$ cat src/design/seq_pkg.sv
package seq_pkg;

    localparam int CMD_ADDR_W = 8;                // command memory word address
    localparam int CMD_DEPTH  = 256;              // command words
    localparam int PAUSE_W    = 10;               // nop pause length
    localparam int SDA_W      = 15;               // ddr3 address pins
    localparam int BA_W       = 3;                // ddr3 bank pins
    localparam int CHN_W      = 4;                // buffer channel number
    localparam int DLY_W      = 4;                // write buffer delay
    localparam int APB_AW     = 12;
    localparam int APB_DW     = 32;
    localparam int SPARE_W    = 7;                // unused low bits of a command word
    localparam int MEM_LSB    = CMD_ADDR_W + 2;   // first paddr bit above the memory window

    // register map
    localparam logic [APB_AW-1:0] REG_CTRL     = 12'h000;
    localparam logic [APB_AW-1:0] REG_WBUF_DLY = 12'h004;
    localparam logic [APB_AW-1:0] REG_STATUS   = 12'h008;   // read only
    localparam logic [APB_AW-1:0] MEM_BASE     = 12'h400;   // command memory window

    localparam int CTRL_SDRST = 0;                // ddr reset active
    localparam int CTRL_CKE   = 1;                // cke enable
    localparam int CTRL_CMDA  = 2;                // command/address pins enable
    localparam int STAT_BUSY  = 0;

    localparam logic [2:0]       CTRL_RST        = 3'b001;  // ddr held in reset
    localparam logic [DLY_W-1:0] DFLT_WBUF_DELAY = 4'd6;

    // sequencer states
    localparam logic [1:0] ST_IDLE   = 2'd0;
    localparam logic [1:0] ST_FETCH  = 2'd1;
    localparam logic [1:0] ST_ISSUE  = 2'd2;
    localparam logic [1:0] ST_FINISH = 2'd3;

    typedef struct packed {
        logic               done;     // last word of the sequence
        logic               buf_wr;   // delayed write buffer enable
        logic               buf_rd;   // aligned read buffer enable
        logic               odt;
        logic               ras_n;
        logic               cas_n;
        logic               we_n;
        logic [BA_W-1:0]    ba;
        logic [SDA_W-1:0]   sda;
        logic [SPARE_W-1:0] spare;
    } cmd_view_t;

    // nop view where the address field holds the pause length
    typedef struct packed {
        logic [6:0]             ctl;      // same bits as the command view
        logic [BA_W-1:0]        ba_rsvd;
        logic [SDA_W-PAUSE_W-1:0] a_rsvd;
        logic [PAUSE_W-1:0]     pause;    // extra nop cycles
        logic [SPARE_W-1:0]     spare;
    } pause_view_t;

    typedef union packed {
        cmd_view_t   cmd;
        pause_view_t nop;
    } cmd_word_u;

endpackage

$ cat src/design/seq_pause_timer.sv
`timescale 1ns/1ps

module seq_pause_timer (
    input  logic                         mclk,
    input  logic                         rst,
    input  logic                         load_i,   // start a pause
    input  logic [seq_pkg::PAUSE_W-1:0]  len_i,    // cycles to hold
    output logic                         busy_o
);

    logic [seq_pkg::PAUSE_W-1:0] cnt;   // remaining pause cycles

    always_ff @(posedge mclk or posedge rst) begin
        if (rst) begin
            cnt <= '0;
        end else if (load_i) begin
            cnt <= len_i;
        end else if (cnt != '0) begin
            cnt <= cnt - 1'b1;
        end
    end

    assign busy_o = (cnt != '0);

endmodule

$ cat config.mk
export PLATFORM = sky130hd
export DESIGN_NAME = seq_pause_timer
export DESIGN_NICKNAME = d
export VERILOG_FILES = /design/src/design/seq_pkg.sv /design/src/design/seq_pause_timer.sv
export SDC_FILE = /design/constraint.sdc
export NUM_CORES = 1
export LEC_CHECK = 0
export ABC_AREA = 1
export BUFFER_PORTS_ARGS = -buffer_cell sky130_fd_sc_hd__buf_2
export CAP_MARGIN = 20
export CORE_MARGIN = 2
export CORE_UTILIZATION = 44
export DETAILED_ROUTE_END_ITERATION = 16
export HOLD_SLACK_MARGIN = 0.03
export PLACE_DENSITY = 0.68
export SLEW_MARGIN = 20
export SYNTH_ARGS = -nofsm -noshare
export SYNTH_HDL_FRONTEND = slang
export SYNTH_SLANG_ARGS = --single-unit
export TNS_END_PERCENT = 100
$ cat constraint.sdc
create_clock -name mclk -period 1.9 [get_ports mclk]
set_input_delay 0.19 -clock mclk [delete_from_list [all_inputs] [get_ports mclk]]
set_output_delay 0.19 -clock mclk [all_outputs]
set_load 0.05 [all_outputs]
==> results.yml <==
status:
  status: "finished clean"
sta:
  period_share_pct: 93.2
  grt_setup_unrepaired: "no"
  worstMarginPinSlew_ns: 0.388
  hold_violations: 0
  setup_tns_ns: 0
  report.final.slew_viol_count: 0
  clock_skew_ns: 0.00546
  slew_headroom_pct: 74.1
  final-setup-viol-count: 0
  fmax_mhz: 565
  hold_slack_ns: 0.130
  min_period_ns: 1.77
cells_and_area:
  nets: 133
  syn_to_final_growth_pct: 16.0
  num_antenna_cells: 0
  fin_util_pct: 54.9
  largest_reg_flops: 10
  fin_area_um2: 827
  final_cell_mix: "28 x nand2_1, 14 x nor2_1, 13 x buf_2, 11 x inv_1, 10 x dfrtp_1"
  layout_commonest_cell: "nand2_1"
  regMostFlops: "cnt"
  biggestRegsByFlops: "cnt x10"
  layout-drive-gt1-share_pct: 31.6
logic_synthesis:
  ys_ff_latch: 10
  synth.area.mux_share_pct: 0
  yosysSeqAreaShare_pct: 35.1
  synth_area_um2: 713
  syn_nets: 115
  yosys_warnings: 0
  synth_cells: 101
  synth_top_family_by_area: "simple AND/OR/NAND/NOR gates"
  synth_area_per_cell_um2: 7.06
  synth_fa_ha_area_share_pct: 1.75
  synth-xor-area-share_pct: 2.46
  ys_types: 19
  synth_compound_area_share_pct: 6.84
  synth-simple-area-share_pct: 46.0
power_and_ir_drop:
  p_leak_nw: 0.434
  comb_power_share_pct: 26.5
  clockPowerShare_pct: 26.1
  power_density_nw_per_um2: 670
  p_sw_mw: 0.186
  irDropWorstVdd_mv: 0.410
  switching_share_pct: 33.6
  p_int_mw: 0.368
  seqPwrFrac_pct: 47.4
routing:
  wl_per_cell_um: 10.2
  drt-initial-drc-count: 12
  wirelength_um: 1360
  ant_nets: 0
  viasPerCell: 4.88
  drtPass1Iterations: 4
  num_vias: 649
  drcViolationCount: 0
clock_network:
  root_buffer: "clkbuf_4"
  cts_buffers: 3
  htree_levels: 1
  clkLatencyLatePin_ns: 0.26
  path_clk_slew_ns: 0.07
  numClockSinks: 10
  cts_resized: 0
  cts_tree: "built"
  clockBufferDepth: 2
global_route:
  grt_start_max_net_pins: 12
  antenna_found_initial: 0
  grt_pass1_vias: 582
  grt-ovfl-total: 0
  grt_pass1_wl_um: 2430
  grt_usage_pct: 17.0
critical_path:
  critPathArrivalTime_ns: 1.58
  critPathMaxFanout: 4
  worstSetupEndpointType: "output pin"
  worstPathRequired_ns: 1.71
  critPathLaunchType: "register"
  setup.worst_path.class: "reg -> out"
floorplan:
  die_h_um: 44.3
  fp.dieW_um: 44.3
  num_rows: 14
  start_util_pct: 47.3
  ios: 14
  design.die.area_um2: 1960
  core-area_um2: 1510
flow_run:
  max_cap_viol_count: 0
placed_design:
  dpl_cell_area_um2: 795
  io_buffer_count: 13
  gp_congestion: 0.827
  hpwl_um: 1130
worst_hold_path:
  hp-class: "in -> reg"
critical path, cell delays in order (launching register included):
cell,delay (ns)
dfrtp_1,0.37
inv_1,0.11
ha_1,0.26
nand2_2,0.09
nor2_4,0.14
nand4_2,0.11
buf_2,0.23
Yosys cell counts, drive strengths merged:
library cell  number  area, um2
nor2              21        116
ha                 1       12.5
or2                3       18.8
nand4              4       37.5
o21ai              9       48.8
nand3              4       25.0
xor2               2       17.5
clkbuf             1       3.75
nand2             32        130
inv               14       52.6
dfrtp             10        250
path summary, 6_finish.rpt:
check                                        start            endpoint  slack, ns  depth (start not counted)
worst max-delay path            cnt[0]$_DFFE_PP0P_              busy_o       0.13                          6
worst min-delay path                      len_i[9]  cnt[9]$_DFFE_PP0P_       0.13                          3
worst max register to register  cnt[0]$_DFFE_PP0P_  cnt[7]$_DFFE_PP0P_       0.42                          7
worst min register to register  cnt[1]$_DFFE_PP0P_  cnt[1]$_DFFE_PP0P_       0.57                          2
max in group asynchronous                      rst  cnt[4]$_DFFE_PP0P_       1.17                          3
min in group asynchronous                      rst  cnt[3]$_DFFE_PP0P_       0.45                          3
layout make-up:
cell class              instances  area (um2)
inverters                      14        52.6
clock buffers                   3        22.5
flip-flops and latches         10         250
well taps                      16        20.0
repair buffers                 14        75.1
multi-input cells              76         407
fillers                       161         679
what timing repair did:
item / in CTS / in global routing
setup buffers: 0 / 0
hold endpoints to repair: 10 / 0
setup endpoints to repair: 0 / 0
hold buffers: 1 / 0
cells by family (layout without fill, tap and decap cells):
group,Yosys count,in the layout
adders and majority gates,1,1
buffers and inverters,15,31
xor gates and xnor gates,2,2
and+or+nand+nor,64,64
AOI/OAI and AO/OA,9,9
DFF,10,10
power groups by stage:
stage	clock network (mW)	logic, mW	registers [mW]
2_1_floorplan	0	0.116	0.261
3_3_place_gp	0	0.145	0.267
3_5_place_dp	0	0.146	0.268
4_1_cts	0.148	0.149	0.263
5_1_grt	0.159	0.170	0.267
6_report	0.144	0.147	0.263
through the flow:
step	instances	setup WS (ns)	power, mW
6_report	133	0.129	0.554
5_1_grt	133	0.0194	0.597
4_1_cts	133	0.112	0.560
3_5_place_dp	129	0.402	0.414
3_3_place_gp	129	0.452	0.412
2_1_floorplan	101	0.270	0.378
routing by layer:
layer	global-route usage, %	share of wire [%]
met1	22.5	49
met2	26.8	46
met3	2.45	3.2
met4	9.09	2.2
met5	0	0
(Power assumes the default switching activity.)
