**src/design/seq_pkg.sv**
```systemverilog
package seq_pkg;

    localparam int CMD_ADDR_W = 8;                // command memory word address
    localparam int CMD_DEPTH  = 256;              // command words
    localparam int PAUSE_W    = 10;               // nop pause length
    localparam int SDA_W      = 15;               // ddr3 address pins
    localparam int BA_W       = 3;                // ddr3 bank pins
    localparam int CHN_W      = 4;                // buffer channel number
    localparam int DLY_W      = 4;                // write buffer delay
    localparam int APB_AW     = 12;
    localparam int APB_DW     = 32;
    localparam int SPARE_W    = 7;                // unused low bits of a command word
    localparam int MEM_LSB    = CMD_ADDR_W + 2;   // first paddr bit above the memory window

    // register map
    localparam logic [APB_AW-1:0] REG_CTRL     = 12'h000;
    localparam logic [APB_AW-1:0] REG_WBUF_DLY = 12'h004;
    localparam logic [APB_AW-1:0] REG_STATUS   = 12'h008;   // read only
    localparam logic [APB_AW-1:0] MEM_BASE     = 12'h400;   // command memory window

    localparam int CTRL_SDRST = 0;                // ddr reset active
    localparam int CTRL_CKE   = 1;                // cke enable
    localparam int CTRL_CMDA  = 2;                // command/address pins enable
    localparam int STAT_BUSY  = 0;

    localparam logic [2:0]       CTRL_RST        = 3'b001;  // ddr held in reset
    localparam logic [DLY_W-1:0] DFLT_WBUF_DELAY = 4'd6;

    // sequencer states
    localparam logic [1:0] ST_IDLE   = 2'd0;
    localparam logic [1:0] ST_FETCH  = 2'd1;
    localparam logic [1:0] ST_ISSUE  = 2'd2;
    localparam logic [1:0] ST_FINISH = 2'd3;

    typedef struct packed {
        logic               done;     // last word of the sequence
        logic               buf_wr;   // delayed write buffer enable
        logic               buf_rd;   // aligned read buffer enable
        logic               odt;
        logic               ras_n;
        logic               cas_n;
        logic               we_n;
        logic [BA_W-1:0]    ba;
        logic [SDA_W-1:0]   sda;
        logic [SPARE_W-1:0] spare;
    } cmd_view_t;

    // nop view where the address field holds the pause length
    typedef struct packed {
        logic [6:0]             ctl;      // same bits as the command view
        logic [BA_W-1:0]        ba_rsvd;
        logic [SDA_W-PAUSE_W-1:0] a_rsvd;
        logic [PAUSE_W-1:0]     pause;    // extra nop cycles
        logic [SPARE_W-1:0]     spare;
    } pause_view_t;

    typedef union packed {
        cmd_view_t   cmd;
        pause_view_t nop;
    } cmd_word_u;

endpackage

```
**src/design/seq_cfg_if.sv**
```systemverilog
`timescale 1ns/1ps

interface seq_cfg_if;
    logic                      ddr_rst;     // ddr3 reset that also aborts the sequencer
    logic                      cke_en;
    logic                      cmda_en;     // 0 forces nop on the pins
    logic [seq_pkg::DLY_W-1:0] wbuf_delay;  // extra write enable delay

    modport src (
        output ddr_rst, cke_en, cmda_en, wbuf_delay
    );

    modport fsm (
        input ddr_rst, cmda_en
    );

    modport dly (
        input wbuf_delay
    );
endinterface

```
**src/design/seq_wbuf_delay.sv**
```systemverilog
`timescale 1ns/1ps

module seq_wbuf_delay (
    input  logic                       mclk,
    input  logic                       rst,
    input  logic                       wr_i,     // buf_wr as issued
    input  logic [seq_pkg::CHN_W-1:0]  chn_i,
    seq_cfg_if.dly                     cfg,
    output logic                       wr_o,     // wbuf_delay + 1 cycles later
    output logic [seq_pkg::CHN_W-1:0]  chn_o
);

    logic [2**seq_pkg::DLY_W-1:0]                        wr_sr;    // enable stages
    logic [2**seq_pkg::DLY_W-1:0][seq_pkg::CHN_W-1:0]    chn_sr;   // channel stages

    always_ff @(posedge mclk or posedge rst) begin
        if (rst) begin
            wr_sr <= '0;
        end else begin
            wr_sr <= {wr_sr[2**seq_pkg::DLY_W-2:0], wr_i};
        end
    end

    // channel shifts alongside the enable
    always_ff @(posedge mclk) begin
        chn_sr <= {chn_sr[2**seq_pkg::DLY_W-2:0], chn_i};
    end

    // stage 0 already adds one cycle
    assign wr_o  = wr_sr[cfg.wbuf_delay];
    assign chn_o = chn_sr[cfg.wbuf_delay];

endmodule

```
**src/flat_wrapper.sv**
```systemverilog
// flat-port wrapper written by rule: the top's interface ports become plain ports
module seq_wbuf_delay_flat 
  (mclk, rst, wr_i, chn_i, wr_o, chn_o, cfg_wbuf_delay);
  seq_cfg_if cfg_i ();
  input  logic mclk;
  input  logic rst;
  input  logic wr_i;
  input  logic [seq_pkg::CHN_W-1:0] chn_i;
  output logic wr_o;
  output logic [seq_pkg::CHN_W-1:0] chn_o;
  input wire logic [$bits(cfg_i.wbuf_delay)-1:0] cfg_wbuf_delay;
  assign cfg_i.wbuf_delay = cfg_wbuf_delay;
  seq_wbuf_delay u_core (.mclk(mclk), .rst(rst), .wr_i(wr_i), .chn_i(chn_i), .cfg(cfg_i), .wr_o(wr_o), .chn_o(chn_o));
endmodule
```
**config.mk**
```make
export PLATFORM = sky130hd
export DESIGN_NAME = seq_wbuf_delay_flat
export DESIGN_NICKNAME = d
export VERILOG_FILES = /design/src/design/seq_pkg.sv /design/src/design/seq_cfg_if.sv /design/src/design/seq_wbuf_delay.sv /design/src/flat_wrapper.sv
export SDC_FILE = /design/constraint.sdc
export NUM_CORES = 1
export LEC_CHECK = 0
export BUFFER_PORTS_ARGS = -buffer_cell sky130_fd_sc_hd__buf_4
export CORE_MARGIN = 3
export CORE_UTILIZATION = 57
export CTS_BUF_LIST = sky130_fd_sc_hd__clkbuf_8 sky130_fd_sc_hd__clkbuf_16
export DETAILED_ROUTE_END_ITERATION = 8
export PLACE_DENSITY = 0.76
export SYNTH_ARGS = -nofsm -noshare
export SYNTH_HDL_FRONTEND = slang
export SYNTH_SLANG_ARGS = --single-unit
```
**constraint.sdc**
```tcl
create_clock -name mclk -period 1.6 [get_ports mclk]
set_clock_uncertainty 0.2 [all_clocks]
set_input_delay 0.16 -clock mclk [delete_from_list [all_inputs] [get_ports mclk]]
set_output_delay 0.16 -clock mclk [all_outputs]
set_load 0.03 [all_outputs]
```
==> impl_metrics.env <==
export IMPL_synth_area_leaders="dfxtp_1 56%, mux4_2 20%, dfrtp_1 18%"
export IMPL_synthAdderAreaFrac_pct=0
export IMPL_setup_viol=5
export IMPL_ys_types=13
export IMPL_synth_top_area_share_pct=56.0
export IMPL_yosys_mux_area_fraction_pct=19.7
export IMPL_synth_main_ff_cell="dfxtp_1"
export IMPL_fmax_ghz=0.495
export IMPL_rsz0062_at_grt="true"
export IMPL_crit_path_top_delay_cell="mux4_2"
export IMPL_min_period_over_period_pct=126
export IMPL_finalPower_w=0.00394
export IMPL_dp_slack_ns=-0.300
export IMPL_nets=180
export IMPL_violations="negative setup slack"
export IMPL_synth_edff_count=0
export IMPL_first_iter_violations=56
export IMPL_place_area_um2=2550
export IMPL_setup_tns_ns=-1.79
export IMPL_leakagePower_nw=1.20
export IMPL_worst_slew_margin_rel_pct=62.1
export IMPL_syn_to_final_growth_pct=25.5
export IMPL_chipHeight_um=69.3
export IMPL_core_um2=3770
export IMPL_tightest_slew_ns=0.568
export IMPL_endpoint_kind="output pin"
export IMPL_crit_type="reg -> out"
export IMPL_ys_warn_count=0
export IMPL_placementRows=22
export IMPL_cts_buffers=9
export IMPL_clock_root_buffer="clkbuf_8"
export IMPL_critPathArrivalTime_ns=1.66
export IMPL_synth_area_um2=2290
export IMPL_synth_common_cells="64 x dfxtp_1, 20 x mux4_2, 16 x dfrtp_1, 10 x nand3_1"
export IMPL_io_pins=16
export IMPL_cts_tree="done"
export IMPL_syn_nets=139
export IMPL_ir_worst_vdd_uv=1060
export IMPL_ant_nets=0
export IMPL_synth_cells=128
export IMPL_drc=0
export IMPL_slew_violations=0
export IMPL_gp_congestion=0.734
export IMPL_critical_path_max_stage_delay_ns=0.50
export IMPL_ys_ff_latch=80
export IMPL_syn_area_per_cell_um2=17.9
export IMPL_synth_xor_area_share_pct=0
export IMPL_diodes=0
export IMPL_path_clk_slew_ns=0.08
export IMPL_die_area_um2=4810
export IMPL_clk_latency_ns=0.34
export IMPL_grt_busiest_layer="met2"
export IMPL_dr_pass1_iters=4
export IMPL_yosysMostFrequentCell="dfxtp_1"
export IMPL_fill_cells=215
export IMPL_timing_final_crit_period_ns=2.02
export IMPL_yosys_area_top_type="dfxtp_1"
export IMPL_antenna_found_initial=0
export IMPL_grt_use_met3_pct=7.54
export IMPL_dp_hpwl_um=2520
export IMPL_met1_usage_pct=23.9
export IMPL_synth_compound_area_share_pct=1.64
export IMPL_grt_max_degree=17
export IMPL_ys_seq_area_share_pct=73.6
export IMPL_wl_per_cell_um=16.7
export IMPL_routed_wl_um=3710
export IMPL_vias=1212
export IMPL_cts_buffer_depth=2
export IMPL_worst_setup_path_start_kind="flop"
export IMPL_max_cap_violations=0
export IMPL_synth_simple_area_share_pct=3.72
export IMPL_grt_pass1_vias=1352
export IMPL_cts_htree_levels=3
export IMPL_final_area_um2=2870
export IMPL_io_buffers=15
export IMPL_required_ns=1.24
export IMPL_grt_pass1_wl_um=6800
export IMPL_die_w_um=69.3
export IMPL_drive_above_1_share_pct=45.4
export IMPL_status="finished with violations"
export IMPL_floorplan_initialDensity_pct=60.6
export IMPL_met2_usage_pct=29.1
export IMPL_numClockSinks=80
export IMPL_synth_top_family_by_area="multiplexers"
export IMPL_finalHoldViolCount=0
export IMPL_fin_cells=222
export IMPL_grt_ovfl_total=0
export IMPL_place_inst=199
export IMPL_powerDensity_nw_per_um2=1370
export IMPL_critPathMaxFanout=2
export IMPL_avgViaCountPerCell=5.46
export IMPL_fin_ws_ns=-0.422
export IMPL_track_usage_pct=18.7
export IMPL_cp_cell_sequence="mux4_2 -> a22oi_2 -> nand3_2 -> buf_6"
export IMPL_async_reset_ff_share_pct=20.0
export IMPL_min_path_type="reg -> reg"
[metrics by stage]
| stage | util, % | hold slack (ns) |
|---|---|---|
| final | 76.1 | 0.142 |
| after global routing | 76.1 | 0.151 |
| after CTS | 76.0 | 0.146 |
| after detailed placement | 67.5 | 0.0551 |
| after global placement | 67.5 | 0.0234 |
| after floorplan | - | -0.126 |
[kinds of logic (layout without fill, tap and decap cells)]
family	Yosys count	count (layout)
compound gates	5	5
buf+inv	5	51
simple gates	18	18
mux	20	20
flops	80	80
[layout by cell type (no fill, tap or decap), drive strengths merged]
cell          n
dfxtp        64
buf          28
mux4         20
dfrtp        16
clkbuf       10
nand3        10
dlygate4sd3   6
nand2         5
a22oi         5
clkinv        4
nor2b         2
inv           2
nor2          1
bufinv        1
[worst paths after layout]
check	from	depth (start not counted)	slack, ns	to
setup / recovery	u_core.wr_sr[3]$_DFF_PP0_	4	-0.42	wr_o
hold / removal	u_core.chn_sr[4]$_DFF_P_	0	0.14	u_core.chn_sr[8]$_DFF_P_
setup reg to reg	u_core.wr_sr[5]$_DFF_PP0_	1	0.78	u_core.wr_sr[6]$_DFF_PP0_
hold reg to reg	u_core.chn_sr[4]$_DFF_P_	0	0.14	u_core.chn_sr[8]$_DFF_P_
max in group asynchronous	rst	3	0.59	u_core.wr_sr[12]$_DFF_PP0_
min in group asynchronous	rst	3	0.24	u_core.wr_sr[6]$_DFF_PP0_
[critical path: cells and delay by family, from the launching register on]
family / cells / cell delay (ns)
flops: 1 / 0.37
buf+inv: 1 / 0.15
simple gates: 1 / 0.10
mux: 1 / 0.50
compound gates: 1 / 0.21
[layout make-up]
class                      count  area, um^2  share of cell area [%]
inverter                       1        3.75                   0.131
clock inverter                 6        67.6                    2.35
sequential                    80        1690                    58.8
multi-input combinational     43         623                    21.7
tap                           48        60.1                    2.09
timing repair buffer          34         289                    10.1
clock buffer                  10         138                    4.80
[what timing repair did]
action                     in CTS  in global routing
pin swaps                       8                  0
cloned                          0                  0
buffers inserted                1                  0
hold endpoints to repair       21                  0
hold buffers                    6                  0
gates resized for setup        14                  1
setup endpoints to repair       5                  5
[flip-flops by register name, indices dropped and copies added, names as in the netlist]
| register | cells |
|---|---|
| u_core.wr_sr | 16 |
| u_core.chn_sr | 64 |
[routing by layer]
layer | part of all wire [%] | vias to the layer above
met4 | 0.92 | 0
li1 | - | 550
met5 | 0 | -
met1 | 44 | 626
met3 | 4.9 | 4
met2 | 50 | 32
[where the power goes]
group | internal [W] | total [W] | switching, W | leakage [nW]
registers | 0.00210 | 0.00215 | 0.0000499 | 0.727
logic | 0.000180 | 0.000321 | 0.000141 | 0.370
clock network | 0.000769 | 0.00146 | 0.000692 | 0.107
(Power assumes the default switching activity.)
