$ cat src/design/seq_pkg.sv
package seq_pkg;

    localparam int CMD_ADDR_W = 8;                // command memory word address
    localparam int CMD_DEPTH  = 256;              // command words
    localparam int PAUSE_W    = 10;               // nop pause length
    localparam int SDA_W      = 15;               // ddr3 address pins
    localparam int BA_W       = 3;                // ddr3 bank pins
    localparam int CHN_W      = 4;                // buffer channel number
    localparam int DLY_W      = 4;                // write buffer delay
    localparam int APB_AW     = 12;
    localparam int APB_DW     = 32;
    localparam int SPARE_W    = 7;                // unused low bits of a command word
    localparam int MEM_LSB    = CMD_ADDR_W + 2;   // first paddr bit above the memory window

    // register map
    localparam logic [APB_AW-1:0] REG_CTRL     = 12'h000;
    localparam logic [APB_AW-1:0] REG_WBUF_DLY = 12'h004;
    localparam logic [APB_AW-1:0] REG_STATUS   = 12'h008;   // read only
    localparam logic [APB_AW-1:0] MEM_BASE     = 12'h400;   // command memory window

    localparam int CTRL_SDRST = 0;                // ddr reset active
    localparam int CTRL_CKE   = 1;                // cke enable
    localparam int CTRL_CMDA  = 2;                // command/address pins enable
    localparam int STAT_BUSY  = 0;

    localparam logic [2:0]       CTRL_RST        = 3'b001;  // ddr held in reset
    localparam logic [DLY_W-1:0] DFLT_WBUF_DELAY = 4'd6;

    // sequencer states
    localparam logic [1:0] ST_IDLE   = 2'd0;
    localparam logic [1:0] ST_FETCH  = 2'd1;
    localparam logic [1:0] ST_ISSUE  = 2'd2;
    localparam logic [1:0] ST_FINISH = 2'd3;

    typedef struct packed {
        logic               done;     // last word of the sequence
        logic               buf_wr;   // delayed write buffer enable
        logic               buf_rd;   // aligned read buffer enable
        logic               odt;
        logic               ras_n;
        logic               cas_n;
        logic               we_n;
        logic [BA_W-1:0]    ba;
        logic [SDA_W-1:0]   sda;
        logic [SPARE_W-1:0] spare;
    } cmd_view_t;

    // nop view where the address field holds the pause length
    typedef struct packed {
        logic [6:0]             ctl;      // same bits as the command view
        logic [BA_W-1:0]        ba_rsvd;
        logic [SDA_W-PAUSE_W-1:0] a_rsvd;
        logic [PAUSE_W-1:0]     pause;    // extra nop cycles
        logic [SPARE_W-1:0]     spare;
    } pause_view_t;

    typedef union packed {
        cmd_view_t   cmd;
        pause_view_t nop;
    } cmd_word_u;

endpackage

$ cat src/design/seq_cfg_if.sv
`timescale 1ns/1ps

interface seq_cfg_if;
    logic                      ddr_rst;     // ddr3 reset that also aborts the sequencer
    logic                      cke_en;
    logic                      cmda_en;     // 0 forces nop on the pins
    logic [seq_pkg::DLY_W-1:0] wbuf_delay;  // extra write enable delay

    modport src (
        output ddr_rst, cke_en, cmda_en, wbuf_delay
    );

    modport fsm (
        input ddr_rst, cmda_en
    );

    modport dly (
        input wbuf_delay
    );
endinterface

$ cat src/design/seq_fsm.sv
`timescale 1ns/1ps

module seq_fsm (
    input  logic                            mclk,
    input  logic                            rst,
    input  logic                            run_seq_i,     // start pulse
    input  logic [seq_pkg::CMD_ADDR_W-1:0]  run_addr_i,
    input  logic [seq_pkg::CHN_W-1:0]       run_chn_i,
    seq_cfg_if.fsm                          cfg,
    output logic                            mem_ren_o,
    output logic [seq_pkg::CMD_ADDR_W-1:0]  mem_raddr_o,
    input  seq_pkg::cmd_word_u              mem_rdata_i,
    output logic                            timer_load_o,
    output logic [seq_pkg::PAUSE_W-1:0]     timer_len_o,
    input  logic                            timer_busy_i,
    output logic                            busy_o,
    output logic                            done_o,
    output logic                            sd_ras_n_o,
    output logic                            sd_cas_n_o,
    output logic                            sd_we_n_o,
    output logic                            sd_odt_o,
    output logic [seq_pkg::BA_W-1:0]        sd_ba_o,
    output logic [seq_pkg::SDA_W-1:0]       sd_a_o,
    output logic                            buf_rd_o,
    output logic                            buf_wr_o,
    output logic [seq_pkg::CHN_W-1:0]       chn_o          // latched run channel
);

    logic [1:0]                  state;
    logic                        rvalid;        // mem_rdata_i is a fresh word
    logic                        issue;         // word goes to the pins this cycle
    logic                        is_nop;
    logic                        pause_start;
    logic [seq_pkg::PAUSE_W-1:0] plen;

    assign issue  = (state == seq_pkg::ST_ISSUE) && rvalid && !cfg.ddr_rst;
    assign is_nop = mem_rdata_i.cmd.ras_n && mem_rdata_i.cmd.cas_n && mem_rdata_i.cmd.we_n;
    assign plen   = mem_rdata_i.nop.pause;
    assign pause_start = issue && is_nop && !mem_rdata_i.cmd.done && (plen != '0);

    // issue cycle is the first pause cycle and the timer covers the rest
    assign timer_load_o = pause_start || cfg.ddr_rst;   // ddr reset clears a pending pause
    assign timer_len_o  = pause_start ? plen - 1'b1 : '0;

    assign mem_ren_o = ((state == seq_pkg::ST_FETCH) || (state == seq_pkg::ST_ISSUE)) &&
                       !pause_start && !timer_busy_i;   // stall fetch during pause
    assign busy_o    = (state != seq_pkg::ST_IDLE);

    always_ff @(posedge mclk or posedge rst) begin
        if (rst) begin
            state       <= seq_pkg::ST_IDLE;
            rvalid      <= 1'b0;
            done_o      <= 1'b0;
            mem_raddr_o <= '0;
            chn_o       <= '0;
        end else begin
            done_o <= 1'b0;
            rvalid <= mem_ren_o && !cfg.ddr_rst;
            if (mem_ren_o) begin
                mem_raddr_o <= mem_raddr_o + 1'b1;   // prefetch next word
            end
            if (cfg.ddr_rst) begin
                state <= seq_pkg::ST_IDLE;           // abort without a done pulse
            end else begin
                case (state)
                    seq_pkg::ST_IDLE: begin
                        if (run_seq_i) begin
                            state       <= seq_pkg::ST_FETCH;
                            mem_raddr_o <= run_addr_i;
                            chn_o       <= run_chn_i;
                        end
                    end
                    seq_pkg::ST_FETCH: state <= seq_pkg::ST_ISSUE;
                    seq_pkg::ST_ISSUE: begin
                        if (issue && mem_rdata_i.cmd.done) begin
                            state <= seq_pkg::ST_FINISH;   // prefetched word dropped
                        end
                    end
                    default: begin
                        state  <= seq_pkg::ST_IDLE;
                        done_o <= 1'b1;
                    end
                endcase
            end
        end
    end

    // command pins show nop with zero address outside issue cycles
    always_ff @(posedge mclk or posedge rst) begin
        if (rst) begin
            sd_ras_n_o <= 1'b1;
            sd_cas_n_o <= 1'b1;
            sd_we_n_o  <= 1'b1;
            sd_odt_o   <= 1'b0;
            sd_ba_o    <= '0;
            sd_a_o     <= '0;
            buf_rd_o   <= 1'b0;
            buf_wr_o   <= 1'b0;
        end else begin
            buf_rd_o <= issue && mem_rdata_i.cmd.buf_rd;   // not gated by cmda_en
            buf_wr_o <= issue && mem_rdata_i.cmd.buf_wr;
            if (issue && cfg.cmda_en) begin
                sd_ras_n_o <= mem_rdata_i.cmd.ras_n;
                sd_cas_n_o <= mem_rdata_i.cmd.cas_n;
                sd_we_n_o  <= mem_rdata_i.cmd.we_n;
                sd_odt_o   <= mem_rdata_i.cmd.odt;
                sd_ba_o    <= mem_rdata_i.cmd.ba;
                sd_a_o     <= mem_rdata_i.cmd.sda;
            end else begin
                sd_ras_n_o <= 1'b1;
                sd_cas_n_o <= 1'b1;
                sd_we_n_o  <= 1'b1;
                sd_odt_o   <= 1'b0;
                sd_ba_o    <= '0;
                sd_a_o     <= '0;
            end
        end
    end

endmodule

$ cat src/flat_wrapper.sv
// flat-port wrapper written by rule: the top's interface ports become plain ports
module seq_fsm_flat 
  (mclk, rst, run_seq_i, run_addr_i, run_chn_i, mem_ren_o, mem_raddr_o, mem_rdata_i, timer_load_o, timer_len_o, timer_busy_i, busy_o, done_o, sd_ras_n_o, sd_cas_n_o, sd_we_n_o, sd_odt_o, sd_ba_o, sd_a_o, buf_rd_o, buf_wr_o, chn_o, cfg_ddr_rst, cfg_cmda_en);
  seq_cfg_if cfg_i ();
  input  logic mclk;
  input  logic rst;
  input  logic run_seq_i;
  input  logic [seq_pkg::CMD_ADDR_W-1:0] run_addr_i;
  input  logic [seq_pkg::CHN_W-1:0] run_chn_i;
  output logic mem_ren_o;
  output logic [seq_pkg::CMD_ADDR_W-1:0] mem_raddr_o;
  input  seq_pkg::cmd_word_u mem_rdata_i;
  output logic timer_load_o;
  output logic [seq_pkg::PAUSE_W-1:0] timer_len_o;
  input  logic timer_busy_i;
  output logic busy_o;
  output logic done_o;
  output logic sd_ras_n_o;
  output logic sd_cas_n_o;
  output logic sd_we_n_o;
  output logic sd_odt_o;
  output logic [seq_pkg::BA_W-1:0] sd_ba_o;
  output logic [seq_pkg::SDA_W-1:0] sd_a_o;
  output logic buf_rd_o;
  output logic buf_wr_o;
  output logic [seq_pkg::CHN_W-1:0] chn_o;
  input wire logic [$bits(cfg_i.ddr_rst)-1:0] cfg_ddr_rst;
  input wire logic [$bits(cfg_i.cmda_en)-1:0] cfg_cmda_en;
  assign cfg_i.ddr_rst = cfg_ddr_rst;
  assign cfg_i.cmda_en = cfg_cmda_en;
  seq_fsm u_core (.mclk(mclk), .rst(rst), .run_seq_i(run_seq_i), .run_addr_i(run_addr_i), .run_chn_i(run_chn_i), .cfg(cfg_i), .mem_ren_o(mem_ren_o), .mem_raddr_o(mem_raddr_o), .mem_rdata_i(mem_rdata_i), .timer_load_o(timer_load_o), .timer_len_o(timer_len_o), .timer_busy_i(timer_busy_i), .busy_o(busy_o), .done_o(done_o), .sd_ras_n_o(sd_ras_n_o), .sd_cas_n_o(sd_cas_n_o), .sd_we_n_o(sd_we_n_o), .sd_odt_o(sd_odt_o), .sd_ba_o(sd_ba_o), .sd_a_o(sd_a_o), .buf_rd_o(buf_rd_o), .buf_wr_o(buf_wr_o), .chn_o(chn_o));
endmodule
$ cat config.mk
export PLATFORM = sky130hd
export DESIGN_NAME = seq_fsm_flat
export DESIGN_NICKNAME = d
export VERILOG_FILES = /design/src/design/seq_pkg.sv /design/src/design/seq_cfg_if.sv /design/src/design/seq_fsm.sv /design/src/flat_wrapper.sv
export SDC_FILE = /design/constraint.sdc
export NUM_CORES = 1
export LEC_CHECK = 0
export ABC_AREA = 1
export BUFFER_PORTS_ARGS = -buffer_cell sky130_fd_sc_hd__buf_2
export CORE_ASPECT_RATIO = 0.8
export CORE_MARGIN = 2
export CORE_UTILIZATION = 40
export CTS_CLUSTER_DIAMETER = 50
export DETAILED_ROUTE_END_ITERATION = 12
export PLACE_DENSITY = 0.74
export RECOVER_POWER = 100
export SYNTH_ARGS = -nofsm -noshare
export SYNTH_HDL_FRONTEND = slang
export SYNTH_SLANG_ARGS = --single-unit
$ cat constraint.sdc
create_clock -name mclk -period 2.5 [get_ports mclk]
set_input_delay 0.25 -clock mclk [delete_from_list [all_inputs] [get_ports mclk]]
set_output_delay 0.25 -clock mclk [all_outputs]
set_load 0.05 [all_outputs]
==> run summary <==
average size of a mapped cell = 8.125 um2
Synth top area share = 45.76%
Final Hold Fails = 0
Post-DRT Antenna Nets = 0
area leader, netlist = dfrtp_1
Die X = 83.52 um
sequential area share after synthesis = 49.66%
vias per inst = 4.498
Routed WL = 4.632 mm
drt pass-1 iters = 4
RR Startpoint = u_core.state[0]$_DFFE_PP0P_
commonest non-fill, non-tap cell in the layout = nand2_1
pin count of the biggest net entering global routing = 22
WP data required = 2250 ps
FF-to-FF End = u_core.mem_raddr_o[1]$_DFF_PP0_
RSZ-0062 raised after global routing = false
Crit Path Max Fanout = 11
Synth Area in Simple Gates = 27.64%
multiplexer area fraction after synthesis = 0%
Synth area leaders = dfrtp_1, nand2_1, nor2_1, inv_1, ha_1
reg2reg setup slack = 530 ps
Adder-Cell Fraction of Synth Area = 4.329%
fillers = 506
detailed-route DRC error count = 0
Nets = 406
Post CTS Setup Buffer Count = 0
max cap viols = 0
Cells after Synth = 249
worst path cell trace = inv_1, ha_1, inv_1, nor2_2, nand2_2, nor2_2, nand2_4, inv_4, o21ai_2, a21oi_2, buf_2
CTS tree = built
max-slew violation count = 0
chip height = 67.61 um
CP max-delay cell = dfrtp_1
final cell count without fillers = 412
IO buf count = 92
wire per inst = 11.24 um
compound-gate portion of the synthesized area = 5.751%
num rows = 23
f_max = 0.4294 GHz
DR vias = 1853
Distinct cells, synth = 26
synthesis-to-layout area growth = 30.80%
worst hold stages = 3
core area = 0.004950 mm2
CTS Sinks = 40
first-pass GRT wire length = 7.286 mm
start point of the critical path = u_core.state[0]$_DFFE_PP0P_
CP arrival = 2080 ps
diode count = 0
post-synthesis xor/xnor area fraction = 2.165%
clock root buffer master = clkbuf_8
P_leak = 1.456 nW
number of global-route vias before repair = 1669
R2R cell count = 12
sum of negative setup slack = 0 ps
die footprint = 0.005646 mm2
Worst IR Drop VDD = 0.6148 mV
largest stage delay on the critical path = 420 ps
GRT overflow = 0
total CTS buffers = 5
Hold Path End = u_core.chn_o[0]$_DFFE_PP0P_
fin crit share = 93.16%
synthesis warning total = 0
# H-tree levels = 2
layout cells sized above 1 = 24.86%
synthesis-stage register bit count = 40
initial antenna violation count = 0
area taken by multi-input logic gates = 817.0 um2
largest family of logic cells by synthesized area = simple AND/OR/NAND/NOR gates
status = finished clean
HP Class = in2reg
syn_nets = 306
Clock Path Buffers = 2
Setup crit end kind = primary output
Starting Density = 40.87%
CP Class = reg2out
hold_sp = run_chn_i[0]
Slew Limit Headroom = 23.45%
register area = 0.001005 mm2
Cell Area, Synth = 0.002023 mm2
Clock transition at path regs = 80 ps
most frequent cells in the layout = nand2_1, nor2_1, buf_2
placed insts = 403
Final HPWL DP = 3.576 mm
Setup violations, final = 0
total track usage = 16.36%
Worst-Skew Late Latency = 290 ps
Max Clock Skew = 4.262 ps
RePlAce Congestion = 0.8394
startpoint types = flop
Ports = 100
pwr dens = 976.1 mW/mm2
Worst Tran Pin Value = 1148 ps
Period minus WS final = 2329 ps
Iter 0 DRT Violations = 67
==> synth_stat cells, drive strengths merged <==
library cell,number
nand2,55
nor2,48
inv,44
dfrtp,37
nand3,15
a21oi,11
ha,7
or2,6
buf,4
o21ai,4
xor2,4
dfstp,3
nand3b,3
clkbuf,2
nand4,2
o31ai,2
nor3,1
xnor2,1
==> flip-flops by register name, indices dropped and copies added, names as in the netlist <==
name                cells
u_core.buf_rd_o         1
u_core.done_o           1
u_core.sd_cas_n_o       1
u_core.sd_ba_o          3
u_core.sd_odt_o         1
u_core.buf_wr_o         1
u_core.sd_ras_n_o       1
u_core.sd_we_n_o        1
u_core.mem_raddr_o      8
u_core.chn_o            4
u_core.state            2
u_core.sd_a_o          15
u_core.rvalid           1
==> metrics by stage <==
stage | utilization [%] | setup WS [ps] | total power, W | hold WS, ps | area [um2]
2_1_floorplan | - | 205.1 | 0.001763 | 315.2 | 2023
3_3_place_gp | 51.77 | 358.5 | 0.002035 | 301.0 | 2562
3_5_place_dp | 51.77 | 287.6 | 0.002066 | 306.6 | 2562
4_1_cts | 54.58 | 99.15 | 0.002651 | 146.5 | 2701
5_1_grt | 53.46 | 20.61 | 0.002766 | 151.1 | 2646
6_report | 53.46 | 171.0 | 0.002583 | 150.7 | 2646
==> report_power, final <==
part           internal [W]  leakage [nW]  switching (W)
clock              0.000352        0.0645       0.000222
combinational      0.000282         0.872       0.000835
sequential         0.000773         0.520       0.000119
total               0.00141          1.46        0.00118
==> worst max-delay path by stage <==
stage,slack [ps],depth (start not counted),end
after floorplan,210,10,timer_len_o[4]
after global placement,360,11,timer_len_o[7]
after detailed placement,290,11,timer_len_o[9]
after CTS,100,11,timer_len_o[6]
after global routing,20,11,timer_len_o[7]
final,170,11,timer_len_o[7]
==> layout make-up <==
type / instances / share of cell area (%)
sequential: 40 / 37.97
tap: 62 / 2.931
inverter: 44 / 6.336
timing repair buffer: 99 / 17.12
multi-input combinational: 159 / 30.87
clock buffer: 7 / 3.641
clock inverter: 1 / 1.135
==> logic make-up (layout without fill, tap and decap cells) <==
group,Yosys count,after routing
xor+xnor,5,5
simple gates,130,130
buf+inv,50,151
fa+ha+maj,7,7
compound gates,17,17
flops,40,40
==> per-layer routing <==
| metal | GRT usage [%] | routed length [um] | vias to the layer above |
|---|---|---|---|
| met5 | 0 | 0 | - |
| met4 | 3.629 | 34 | 0 |
| met3 | 5.868 | 310 | 5 |
| met2 | 28.23 | 2265 | 58 |
| met1 | 20.12 | 2022 | 846 |
| li1 | - | - | 944 |
==> what timing repair did <==
| item | CTS | global route |
|---|---|---|
| setup endpoints to repair | 3 | 3 |
| hold buffers | 1 | 0 |
| endpoints found under the hold margin | 16 | 0 |
| resized for setup | 1 | 5 |
==> worst max-delay path: cells and delay by family, from the launching register on <==
kind	cells	cell delay, ps
fa+ha+maj	1	160
simple gates	4	540
compound gates	2	140
flops	1	420
buf+inv	4	540
No activity file was read; power rests on OpenSTA's default activity.
