--- src/design/seq_pkg.sv ---
package seq_pkg;

    localparam int CMD_ADDR_W = 8;                // command memory word address
    localparam int CMD_DEPTH  = 256;              // command words
    localparam int PAUSE_W    = 10;               // nop pause length
    localparam int SDA_W      = 15;               // ddr3 address pins
    localparam int BA_W       = 3;                // ddr3 bank pins
    localparam int CHN_W      = 4;                // buffer channel number
    localparam int DLY_W      = 4;                // write buffer delay
    localparam int APB_AW     = 12;
    localparam int APB_DW     = 32;
    localparam int SPARE_W    = 7;                // unused low bits of a command word
    localparam int MEM_LSB    = CMD_ADDR_W + 2;   // first paddr bit above the memory window

    // register map
    localparam logic [APB_AW-1:0] REG_CTRL     = 12'h000;
    localparam logic [APB_AW-1:0] REG_WBUF_DLY = 12'h004;
    localparam logic [APB_AW-1:0] REG_STATUS   = 12'h008;   // read only
    localparam logic [APB_AW-1:0] MEM_BASE     = 12'h400;   // command memory window

    localparam int CTRL_SDRST = 0;                // ddr reset active
    localparam int CTRL_CKE   = 1;                // cke enable
    localparam int CTRL_CMDA  = 2;                // command/address pins enable
    localparam int STAT_BUSY  = 0;

    localparam logic [2:0]       CTRL_RST        = 3'b001;  // ddr held in reset
    localparam logic [DLY_W-1:0] DFLT_WBUF_DELAY = 4'd6;

    // sequencer states
    localparam logic [1:0] ST_IDLE   = 2'd0;
    localparam logic [1:0] ST_FETCH  = 2'd1;
    localparam logic [1:0] ST_ISSUE  = 2'd2;
    localparam logic [1:0] ST_FINISH = 2'd3;

    typedef struct packed {
        logic               done;     // last word of the sequence
        logic               buf_wr;   // delayed write buffer enable
        logic               buf_rd;   // aligned read buffer enable
        logic               odt;
        logic               ras_n;
        logic               cas_n;
        logic               we_n;
        logic [BA_W-1:0]    ba;
        logic [SDA_W-1:0]   sda;
        logic [SPARE_W-1:0] spare;
    } cmd_view_t;

    // nop view where the address field holds the pause length
    typedef struct packed {
        logic [6:0]             ctl;      // same bits as the command view
        logic [BA_W-1:0]        ba_rsvd;
        logic [SDA_W-PAUSE_W-1:0] a_rsvd;
        logic [PAUSE_W-1:0]     pause;    // extra nop cycles
        logic [SPARE_W-1:0]     spare;
    } pause_view_t;

    typedef union packed {
        cmd_view_t   cmd;
        pause_view_t nop;
    } cmd_word_u;

endpackage

--- src/design/seq_cfg_if.sv ---
`timescale 1ns/1ps

interface seq_cfg_if;
    logic                      ddr_rst;     // ddr3 reset that also aborts the sequencer
    logic                      cke_en;
    logic                      cmda_en;     // 0 forces nop on the pins
    logic [seq_pkg::DLY_W-1:0] wbuf_delay;  // extra write enable delay

    modport src (
        output ddr_rst, cke_en, cmda_en, wbuf_delay
    );

    modport fsm (
        input ddr_rst, cmda_en
    );

    modport dly (
        input wbuf_delay
    );
endinterface

--- src/design/seq_apb_regs.sv ---
`timescale 1ns/1ps

module seq_apb_regs (
    input  logic                            mclk,
    input  logic                            rst,
    input  logic                            psel_i,
    input  logic                            penable_i,
    input  logic                            pwrite_i,
    input  logic [seq_pkg::APB_AW-1:0]      paddr_i,
    input  logic [seq_pkg::APB_DW-1:0]      pwdata_i,
    output logic [seq_pkg::APB_DW-1:0]      prdata_o,
    output logic                            pready_o,
    input  logic                            busy_i,      // sequencer running
    seq_cfg_if.src                          cfg,
    output logic                            mem_we_o,
    output logic [seq_pkg::CMD_ADDR_W-1:0]  mem_waddr_o,
    output logic [seq_pkg::APB_DW-1:0]      mem_wdata_o
);

    logic wr_acc;   // write in the access phase
    logic in_mem;   // address inside command memory window

    assign pready_o = 1'b1;   // no wait states
    assign wr_acc   = psel_i && penable_i && pwrite_i;
    assign in_mem   = paddr_i[seq_pkg::APB_AW-1:seq_pkg::MEM_LSB] ==
                      seq_pkg::MEM_BASE[seq_pkg::APB_AW-1:seq_pkg::MEM_LSB];

    // memory writes go straight through in the access cycle
    assign mem_we_o    = wr_acc && in_mem;
    assign mem_waddr_o = paddr_i[seq_pkg::MEM_LSB-1:2];   // word index
    assign mem_wdata_o = pwdata_i;

    always_ff @(posedge mclk or posedge rst) begin
        if (rst) begin
            cfg.ddr_rst    <= seq_pkg::CTRL_RST[seq_pkg::CTRL_SDRST];
            cfg.cke_en     <= seq_pkg::CTRL_RST[seq_pkg::CTRL_CKE];
            cfg.cmda_en    <= seq_pkg::CTRL_RST[seq_pkg::CTRL_CMDA];
            cfg.wbuf_delay <= seq_pkg::DFLT_WBUF_DELAY;
        end else if (wr_acc) begin
            if (paddr_i == seq_pkg::REG_CTRL) begin
                cfg.ddr_rst <= pwdata_i[seq_pkg::CTRL_SDRST];
                cfg.cke_en  <= pwdata_i[seq_pkg::CTRL_CKE];
                cfg.cmda_en <= pwdata_i[seq_pkg::CTRL_CMDA];
            end
            if (paddr_i == seq_pkg::REG_WBUF_DLY) begin
                cfg.wbuf_delay <= pwdata_i[seq_pkg::DLY_W-1:0];
            end
        end
    end

    // readback where the memory window and holes give 0
    always_comb begin
        prdata_o = '0;
        case (paddr_i)
            seq_pkg::REG_CTRL: begin
                prdata_o[seq_pkg::CTRL_SDRST] = cfg.ddr_rst;
                prdata_o[seq_pkg::CTRL_CKE]   = cfg.cke_en;
                prdata_o[seq_pkg::CTRL_CMDA]  = cfg.cmda_en;
            end
            seq_pkg::REG_WBUF_DLY: prdata_o[seq_pkg::DLY_W-1:0] = cfg.wbuf_delay;
            seq_pkg::REG_STATUS:   prdata_o[seq_pkg::STAT_BUSY] = busy_i;
            default: ;
        endcase
    end

endmodule

--- src/flat_wrapper.sv ---
// flat-port wrapper written by rule: the top's interface ports become plain ports
module seq_apb_regs_flat 
  (mclk, rst, psel_i, penable_i, pwrite_i, paddr_i, pwdata_i, prdata_o, pready_o, busy_i, mem_we_o, mem_waddr_o, mem_wdata_o, cfg_ddr_rst, cfg_cke_en, cfg_cmda_en, cfg_wbuf_delay);
  seq_cfg_if cfg_i ();
  input  logic mclk;
  input  logic rst;
  input  logic psel_i;
  input  logic penable_i;
  input  logic pwrite_i;
  input  logic [seq_pkg::APB_AW-1:0] paddr_i;
  input  logic [seq_pkg::APB_DW-1:0] pwdata_i;
  output logic [seq_pkg::APB_DW-1:0] prdata_o;
  output logic pready_o;
  input  logic busy_i;
  output logic mem_we_o;
  output logic [seq_pkg::CMD_ADDR_W-1:0] mem_waddr_o;
  output logic [seq_pkg::APB_DW-1:0] mem_wdata_o;
  output wire logic [$bits(cfg_i.ddr_rst)-1:0] cfg_ddr_rst;
  output wire logic [$bits(cfg_i.cke_en)-1:0] cfg_cke_en;
  output wire logic [$bits(cfg_i.cmda_en)-1:0] cfg_cmda_en;
  output wire logic [$bits(cfg_i.wbuf_delay)-1:0] cfg_wbuf_delay;
  assign cfg_ddr_rst = cfg_i.ddr_rst;
  assign cfg_cke_en = cfg_i.cke_en;
  assign cfg_cmda_en = cfg_i.cmda_en;
  assign cfg_wbuf_delay = cfg_i.wbuf_delay;
  seq_apb_regs u_core (.mclk(mclk), .rst(rst), .psel_i(psel_i), .penable_i(penable_i), .pwrite_i(pwrite_i), .paddr_i(paddr_i), .pwdata_i(pwdata_i), .prdata_o(prdata_o), .pready_o(pready_o), .busy_i(busy_i), .cfg(cfg_i), .mem_we_o(mem_we_o), .mem_waddr_o(mem_waddr_o), .mem_wdata_o(mem_wdata_o));
endmodule
--- config.mk ---
export PLATFORM = sky130hd
export DESIGN_NAME = seq_apb_regs_flat
export DESIGN_NICKNAME = d
export VERILOG_FILES = /design/src/design/seq_pkg.sv /design/src/design/seq_cfg_if.sv /design/src/design/seq_apb_regs.sv /design/src/flat_wrapper.sv
export SDC_FILE = /design/constraint.sdc
export NUM_CORES = 1
export LEC_CHECK = 0
export ABC_CLOCK_PERIOD_IN_PS = 3000
export CORE_MARGIN = 4
export CORE_UTILIZATION = 25
export DETAILED_ROUTE_END_ITERATION = 6
export DONT_BUFFER_PORTS = 1
export PLACE_DENSITY = 0.36
export SYNTH_ARGS = -nofsm -noshare
export SYNTH_HDL_FRONTEND = slang
export SYNTH_SLANG_ARGS = --single-unit
--- constraint.sdc ---
create_clock -name mclk -period 3 [get_ports mclk]
set_clock_uncertainty 0.1 [all_clocks]
set_input_delay 0.75 -clock mclk [delete_from_list [all_inputs] [get_ports mclk]]
set_output_delay 0.75 -clock mclk [all_outputs]
set_load 0.01 [all_outputs]
==> metrics.cfg, run 1 <==
[pwr]
p_per_area_nw_per_um2=367.7
power_switching_mw=0.06168
intPower_mw=0.1923
max-vdd-ir-drop_v=0.0002292
netSwitchingFraction=0.2429
p_leak_nw=0.3210
power_frac_seq=0.375
clockPowerShare=0.518
combPwrFrac=0.107

[detailed_routing]
drc=0
drtAntennaViolNets=0
wl_met3_microns=224
via_per_inst=3.731
drt_first_pass_iters=2
maxUsedRoutingLayer=met4
drtIter0Drc=3
drt_wl_total_microns=1601
wl_met2_microns=895
wl_per_cell_microns=13.45
met1_length_microns=460
num_vias=444

[logic_synthesis]
synth_seq_cells=7
synthTopCellsByCount=buf_4 (69), dfrtp_1 (4), mux2_2 (4)
yosysTopAreaCell=buf_4
yosys_warnings=0
synth_top_cell_area_share=0.5342
yosysMostFrequentCell=buf_4
synth.avg_cell_area_sq_um=9.062
yosysSeqAreaShare=0.1845
synth_edf_count=0
ys_types=22
synthCells=107
synth_area_leaders=buf_4 (53%), dfrtp_1 (10%), dfstp_2 (8.1%)
synth_flop_cell=dfrtp_1
synthArstFlopShare=1.000
synth.cell_area_sq_um=969.7

[cts]
cts_tree=done
cts.sinks=7
hold_buffers=0
cts_resized=0
cts.clk_slew.worst_paths_ns=0.04
numCtsBuffers=3
cts-htree-levels=1
clk_path_buf_depth=2
clock_latency_ns=0.22
cts_setup_buffers=0
cts_root_buf=clkbuf_8

[die]
dieArea_sq_um=4939
rows=22
coreArea_sq_um=3716
start_util=0.2609
die_h_microns=70.28
fp.dieW_microns=70.28
top_level_ports=131

[critical_path]
cp_common_cell=or4_4
crit_arrival_ns=2.05
required_ns=2.15
critical_path_class=in2out
start_kind=input pin
cp_cell_sequence=or4_4, or4_4, nor2_2
endpoint_kind=output pin
path_max_fanout=3
critPathMaxStageDelay_ns=0.58
cp-startpoint=paddr_i[9]
crit-reg2reg-launch=u_core.cfg.wbuf_delay[3]
cp_slowest_cell=or4_4

[timing]
final-hold-violation-count=0
fin_crit_ns=2.904
drv_slew=0
rsz0062_at_grt=false
max_freq_mhz=344.4
final.setup.worst_slack_ns=0.09604
setup_viol=0
period_share=0.9680
fin_tns_setup_ns=0

[place]
port_buffers=0
place_hpwl_microns=1403
gp_congestion=0.7382
pre_cts_ws_ns=0.07586

[global_routing]
antenna_found_initial=0
grt_pass1_wl_microns=2435
grt_pass1_vias=504
grt_util_all_layers=0.06095
overflow=0
grt_start_max_net_pins=9

[min_path]
hold_class=in2async

[finish]
n_fill_cell=425
nets=122
n_antenna_cell=0
area_delta_synth_final_pct=-28.77
drive_gt1_frac=0.3662
finish.utilization=0.1859

[outcome]
status=finished clean

[flow_run]
drv_cap=0

[logic make-up after synthesis]
family,Yosys count,share of synthesized area
compound gates,1,0.005156
buf+inv,71,0.5432
mux,10,0.1239
simple gates,16,0.1355
other cells,2,0.007745
flops,7,0.1845
[metrics by stage]
step | instances | hold slack (ns) | area, sq um | power, mW
finish | 119 | 0.2502 | 690.7 | 0.2540
global route | 119 | 0.2622 | 690.7 | 0.2699
CTS | 119 | 0.2567 | 690.7 | 0.2553
detailed placement | 115 | 0.4901 | 645.6 | 0.1227
global placement | 115 | 0.4895 | 645.6 | 0.1225
floorplan | 134 | 0.4512 | 1086 | 0.2050
[layer usage]
metal / up-vias / global-route usage
met3: 8 / 0.03165
met4: 0 / 0.03830
met2: 42 / 0.1071
met5: - / 0
li1: 179 / -
met1: 215 / 0.05417
[sequential cells by signal, summed over array words and instances (netlist names)]
| register | cells |
|---|---|
| u_core.cfg.cmda_en | 1 |
| u_core.cfg.wbuf_delay | 4 |
| u_core.cfg.ddr_rst | 1 |
| u_core.cfg.cke_en | 1 |
[final timing paths]
kind	end	slack, ns	depth (start not counted)
setup / recovery	prdata_o[3]	0.1	3
hold / removal	u_core.cfg.cke_en	0.25	1
setup reg to reg	u_core.cfg.wbuf_delay[3]	2.08	1
hold reg to reg	u_core.cfg.wbuf_delay[0]	0.51	1
max in group asynchronous	u_core.cfg.ddr_rst	2.28	1
min in group mclk	u_core.cfg.wbuf_delay[0]	0.51	1
[layout make-up]
| cell class | count | area, sq um | share of cell area |
|---|---|---|---|
| well taps | 48 | 60.06 | 0.08696 |
| repair buffers | 3 | 22.52 | 0.03261 |
| inverters | 1 | 3.754 | 0.005435 |
| multi-input cells | 56 | 380.4 | 0.5507 |
| flip-flops and latches | 7 | 178.9 | 0.2591 |
| clock buffers | 4 | 45.04 | 0.06522 |
[cells in the final DEF, fill, tap and decap left out, drive strengths merged]
cell type | netlist | final
conb | 2 | 29
mux2 | 7 | 7
or4 | 5 | 5
dfrtp | 4 | 4
clkbuf | 0 | 4
mux2i | 3 | 3
buf | 70 | 3
dfstp | 3 | 3
nor2 | 3 | 3
nand3 | 1 | 1
or4b | 1 | 1
nor4 | 1 | 1
or2 | 1 | 1
nand3b | 1 | 1
o21ai | 1 | 1
nor4b | 1 | 1
nor3b | 1 | 1
nand2 | 1 | 1
inv | 1 | 1
[power by group through the flow]
stage / clock, mW / sequential [mW] / combinational (mW)
floorplan: 0 / 0.0965 / 0.108
global placement: 0 / 0.0965 / 0.0260
detailed placement: 0 / 0.0965 / 0.0262
CTS: 0.134 / 0.0953 / 0.0263
global route: 0.145 / 0.0952 / 0.0295
finish: 0.132 / 0.0954 / 0.0271
[critical path: cells and delay by family]
kind             cells  cell delay, ns
and+or+nand+nor      3            1.31
No activity file was read; power rests on OpenSTA's default activity.
==> run 2: changes to the inputs <==
==> constraint.sdc (replaced) <==
create_clock -name mclk -period 3 [get_ports mclk]
set_clock_uncertainty 0.1 [all_clocks]
set_input_delay 0.75 -clock mclk [delete_from_list [all_inputs] [get_ports mclk]]
set_output_delay 0.75 -clock mclk [all_outputs]
set_load 0.05 [all_outputs]
==> metrics.cfg, run 2 (synthesis results as in run 1) <==
[critical_path]
path_max_fanout=3  ; unchanged
cp_num_buf_inv=1  ; +1
cp_num_cells=4  ; +1
critPathMaxStageDelay_ns=0.59  ; about the same
cp_common_cell=or4_4
critical_path_class=in2out
rrSetupSlack_ns=1.86  ; -0.22 ns
cp_slowest_cell=or4_4
endpoint_kind=output pin
timing.rr.end=u_core.cfg.wbuf_delay[3]
start_kind=input pin
ff2ff_path_depth=1  ; unchanged
required_ns=2.15  ; about the same
crit-reg2reg-launch=u_core.cfg.wbuf_delay[3]
crit_arrival_ns=2.14  ; +0.09 ns
cp_cell_sequence=or4_4, or4_4, nor2_4, buf_12
crit_family=simple AND/OR/NAND/NOR gates

[global_routing]
antenna_found_initial=0  ; unchanged
grt_pass1_vias=455  ; -9.7%
grt_util_all_layers=0.06126  ; +0.0003140
grt_start_max_net_pins=9  ; unchanged
grt_pass1_wl_microns=2373  ; -2.5%
overflow=0  ; unchanged

[finish]
final_common_cell=conb_1
area_delta_synth_final_pct=-18.71
largest_reg_flops=4  ; unchanged
n_antenna_cell=0  ; unchanged
stdcell_count=123  ; +3.4%
nets=126  ; +3.3%
layout_common_cells=conb_1 (29), or4_4 (4), mux2_2 (4), buf_4 (4), dfrtp_1 (4)
drive_gt1_frac=0.4267  ; +0.06047
largest_register=u_core.cfg.wbuf_delay

[cts]
cts_tree=done
cts_setup_buffers=0  ; unchanged
cts-htree-levels=1  ; unchanged
clk_path_buf_depth=2  ; unchanged
clock_latency_ns=0.22  ; about the same
cts_root_buf=clkbuf_8
cts.clk_slew.worst_paths_ns=0.04  ; about the same
numCtsBuffers=3  ; unchanged
cts.sinks=7  ; unchanged
cts_resized=0  ; unchanged
hold_buffers=0  ; unchanged

[timing]
fin_crit_ns=2.995  ; +0.09084 ns
drv_slew=0  ; unchanged
period_share=0.9983  ; +0.03028
final-hold-violation-count=0  ; unchanged
slew_headroom=0.6587
final.setup.worst_slack_ns=0.005203  ; -0.09084 ns
max_freq_mhz=333.9  ; -3.0%
setup_viol=0  ; unchanged
tightest_slew_ns=0.5119
rsz0062_at_grt=true

[pwr]
max-vdd-ir-drop_v=0.0001903  ; -17%
p_leak_nw=0.3651  ; +14%
power_switching_mw=0.1245  ; +100%
netSwitchingFraction=0.3923  ; +0.1494
p_per_area_nw_per_um2=402.6  ; +9.5%
clockPowerShare=0.408  ; -0.110
combPwrFrac=0.290  ; +0.183
power_frac_seq=0.302  ; -0.073
intPower_mw=0.1929  ; +0.30%

[detailed_routing]
via_per_inst=3.724  ; -0.20%
wl_per_cell_microns=13.62  ; +1.2%
drc=0  ; unchanged
drtAntennaViolNets=0  ; unchanged
drtIter0Drc=2  ; -1
drt_first_pass_iters=2  ; unchanged
num_vias=458  ; +3.2%
drt_wl_total_microns=1675  ; +4.6%

[die]
die_h_microns=70.28  ; unchanged
dieArea_sq_um=4939  ; unchanged
coreArea_sq_um=3716  ; unchanged
rows=22  ; unchanged
top_level_ports=131  ; unchanged
fp.dieW_microns=70.28  ; unchanged
start_util=0.2609  ; unchanged

[flow_run]
drv_cap=0  ; unchanged

[outcome]
status=finished clean

[place]
placed_cells=119  ; +3.5%
port_buffers=0  ; unchanged
pre_cts_ws_ns=0.0005245  ; -0.07533 ns
gp_congestion=0.7131  ; -3.4%
place_hpwl_microns=1493  ; +6.4%

[min_path]
hold_class=in2async

[run 2: changes by cell type in the layout (fill, tap and decap cells not counted), sizes merged]
cell  delta
buf      +4
[run 2: cell type report]
type	count	area, sq um
Clock buffer	4	45.04
Fill cell	416	2928
Inverter	1	3.754
Multi-Input combinational cell	56	410.4
Sequential cell	7	178.9
Tap cell	48	60.06
Timing Repair Buffer	7	90.09
[run 2: power by group through the flow]
| stage | Clock (mW) | Sequential [mW] | Combinational (mW) |
|---|---|---|---|
| 2_1_floorplan | 0 | 0.0969 | 0.263 |
| 3_3_place_gp | 0 | 0.0969 | 0.0908 |
| 3_5_place_dp | 0 | 0.0969 | 0.0910 |
| 4_1_cts | 0.133 | 0.0958 | 0.0911 |
| 5_1_grt | 0.140 | 0.0957 | 0.0943 |
| 6_report | 0.130 | 0.0958 | 0.0920 |
[run 2: how the worst max path moves through the flow]
stage	startpoint	to	slack [ns]
after CTS	paddr_i[9]	prdata_o[1]	-0.005
after global routing	paddr_i[9]	prdata_o[1]	-0.02
after detailed placement	paddr_i[9]	prdata_o[2]	0.0005
final	paddr_i[9]	prdata_o[1]	0.005
after global placement	paddr_i[9]	prdata_o[1]	0.0004
after floorplan	paddr_i[9]	prdata_o[1]	-0.05
[run 2: metal layers]
layer	routed length, microns	track usage	vias up
met3	287	0.03453	19
met5	0	0	-
met4	121	0.06596	0
met2	807	0.09356	47
li1	-	-	185
met1	458	0.05336	207
[run 2: through the flow]
step / power (mW) / instance area, sq um / hold slack, ns / util / TNS (ns)
floorplan: 0.3603 / 1111 / 0.4512 / - / -0.1398
global placement: 0.1877 / 743.2 / 0.4817 / 0.2000 / 0
detailed placement: 0.1879 / 743.2 / 0.4849 / 0.2000 / 0
CTS: 0.3197 / 788.3 / 0.2462 / 0.2121 / -0.007553
global route: 0.3303 / 788.3 / 0.2574 / 0.2121 / -0.05397
finish: 0.3174 / 788.3 / 0.2383 / 0.2121 / 0
==> run 3: changes to the inputs <==
--- a/config.mk
+++ b/config.mk
@@ -11,6 +11,7 @@
 export DETAILED_ROUTE_END_ITERATION = 6
 export DONT_BUFFER_PORTS = 1
 export PLACE_DENSITY = 0.36
+export SETUP_SLACK_MARGIN = 0.4
 export SYNTH_ARGS = -nofsm -noshare
 export SYNTH_HDL_FRONTEND = slang
 export SYNTH_SLANG_ARGS = --single-unit
==> metrics.cfg, run 3 (synthesis results as in run 1) <==
[cts]
cts_root_buf=clkbuf_8
cts-htree-levels=1  ; unchanged
cts.clk_slew.worst_paths_ns=0.04  ; about the same
cts_setup_buffers=0  ; unchanged
clk_path_buf_depth=2  ; unchanged
numCtsBuffers=3  ; unchanged
cts_tree=done
clock_latency_ns=0.22  ; about the same
cts.sinks=7  ; unchanged
hold_buffers=0  ; unchanged

[place]
gp_congestion=0.7219  ; +1.2%
place_hpwl_microns=1477  ; -1.0%
pre_cts_ws_ns=-0.002097  ; -0.002622 ns
port_buffers=0  ; unchanged

[critical_path]
start_kind=input pin
rrSetupSlack_ns=1.87  ; about the same
critical_path_class=in2out
crit_family=simple AND/OR/NAND/NOR gates
path_max_fanout=3  ; unchanged
required_ns=2.15  ; about the same
cp-startpoint=paddr_i[9]
ff2ff_path_depth=1  ; unchanged
endpoint_kind=output pin
crit-reg2reg-launch=u_core.cfg.wbuf_delay[3]
crit_path_end=prdata_o[2]
cp_num_cells=4  ; unchanged
cp_slowest_cell=or4_4
crit_arrival_ns=2.14  ; about the same
timing.rr.end=u_core.cfg.wbuf_delay[3]
critPathMaxStageDelay_ns=0.60  ; about the same
cp_common_cell=or4_4
cp_cell_sequence=or4_4, or4_4, nor2_4, buf_12
cp_num_buf_inv=1  ; unchanged

[pwr]
max-vdd-ir-drop_v=0.0002585  ; +36%
intPower_mw=0.1931  ; about the same
clockPowerShare=0.407  ; about the same
netSwitchingFraction=0.3908  ; -0.001498
p_per_area_nw_per_um2=398.2  ; -1.1%
power_frac_seq=0.302  ; about the same
combPwrFrac=0.290  ; about the same
power_switching_mw=0.1238  ; -0.53%
p_leak_nw=0.3676  ; +0.66%

[detailed_routing]
drtIter0Drc=1  ; -1
wl_per_cell_microns=13.46  ; -1.1%
drtAntennaViolNets=0  ; unchanged
via_per_inst=3.683  ; -1.1%
num_vias=453  ; -1.1%
drt_wl_total_microns=1656  ; -1.1%
drt_first_pass_iters=2  ; unchanged
drc=0  ; unchanged

[outcome]
status=finished clean

[timing]
final.setup.worst_slack_ns=0.006953  ; +0.001750 ns
rsz0062_at_grt=true
period_share=0.9977  ; about the same
max_freq_mhz=334.1  ; about the same
final-hold-violation-count=0  ; unchanged
tightest_slew_ns=0.5128  ; +0.0008843 ns
drv_slew=0  ; unchanged
slew_headroom=0.6581  ; about the same
setup_viol=0  ; unchanged
fin_crit_ns=2.993  ; -0.001750 ns

[finish]
final_common_cell=conb_1
layout_common_cells=conb_1 (29), or4_4 (4), mux2_2 (4), dfrtp_1 (4)
n_fill_cell=407  ; -2.2%
largest_reg_flops=4  ; unchanged
multi_input_comb_area_sq_um=410.4  ; unchanged
largest_register=u_core.cfg.wbuf_delay
area_delta_synth_final_pct=-17.94
n_antenna_cell=0  ; unchanged
register_area_sq_um=178.9  ; unchanged
finish.utilization=0.2141  ; +0.002020
drive_gt1_frac=0.4267  ; unchanged
nets=126  ; unchanged

[die]
top_level_ports=131  ; unchanged
coreArea_sq_um=3716  ; unchanged
dieArea_sq_um=4939  ; unchanged
fp.dieW_microns=70.28  ; unchanged
start_util=0.2609  ; unchanged
rows=22  ; unchanged
die_h_microns=70.28  ; unchanged

[global_routing]
grt_pass1_wl_microns=2290  ; -3.5%
grt_pass1_vias=438  ; -3.7%
overflow=0  ; unchanged
grt_util_all_layers=0.05889  ; -0.002368
grt_start_max_net_pins=9  ; unchanged
antenna_found_initial=0  ; unchanged

[min_path]
hold_class=in2async

[flow_run]
drv_cap=0  ; unchanged

==> run 3: worst min path at each step <==
| stage | endpoint | start |
|---|---|---|
| 2_1_floorplan | u_core.cfg.cke_en | rst |
| 3_3_place_gp | u_core.cfg.wbuf_delay[0] | rst |
| 3_5_place_dp | u_core.cfg.wbuf_delay[0] | rst |
| 4_1_cts | u_core.cfg.cmda_en | rst |
| 5_1_grt | u_core.cfg.wbuf_delay[0] | rst |
| 6_report | u_core.cfg.cmda_en | rst |
==> run 3: area by class of cell <==
| cell class | count | share of cell area |
|---|---|---|
| Tap cell | 48 | 0.07547 |
| Multi-Input combinational cell | 56 | 0.5157 |
| Timing Repair Buffer | 7 | 0.1226 |
| Inverter | 1 | 0.004717 |
| Clock buffer | 4 | 0.05660 |
| Sequential cell | 7 | 0.2248 |
==> run 3: power by group through the flow <==
stage               sequential [mW]  clock, mW  combinational (mW)
floorplan                    0.0969          0               0.264
global placement             0.0969          0              0.0909
detailed placement           0.0969          0              0.0909
CTS                          0.0958      0.133              0.0909
global route                 0.0957      0.141              0.0944
finish                       0.0958      0.129              0.0920
==> run 3: through the flow <==
| stage | instance area (sq um) | TNS [ns] | hold WS [ns] | power (mW) | std cells |
|---|---|---|---|---|---|
| 4_1_cts | 792.0 | -0.01016 | 0.2422 | 0.3198 | 123 |
| 5_1_grt | 795.8 | -0.05530 | 0.2548 | 0.3315 | 123 |
| 3_5_place_dp | 743.2 | -0.003993 | 0.4809 | 0.1878 | 119 |
| 2_1_floorplan | 1116 | -0.1398 | 0.4512 | 0.3605 | 134 |
| 6_report | 795.8 | 0 | 0.2364 | 0.3169 | 123 |
| 3_3_place_gp | 743.2 | 0 | 0.4817 | 0.1877 | 119 |
==> run 3: what timing repair did <==
action                                  4_1_cts  5_1_grt
resized for setup                             1        1
endpoints found under the setup margin        4        4
pin swaps                                     0        1
==> run 3: layer usage <==
metal / track usage / part of all wire
met5: 0 / 0
met1: 0.04905 / 0.27
met2: 0.09771 / 0.51
met4: 0.03617 / 0.029
met3: 0.04460 / 0.19
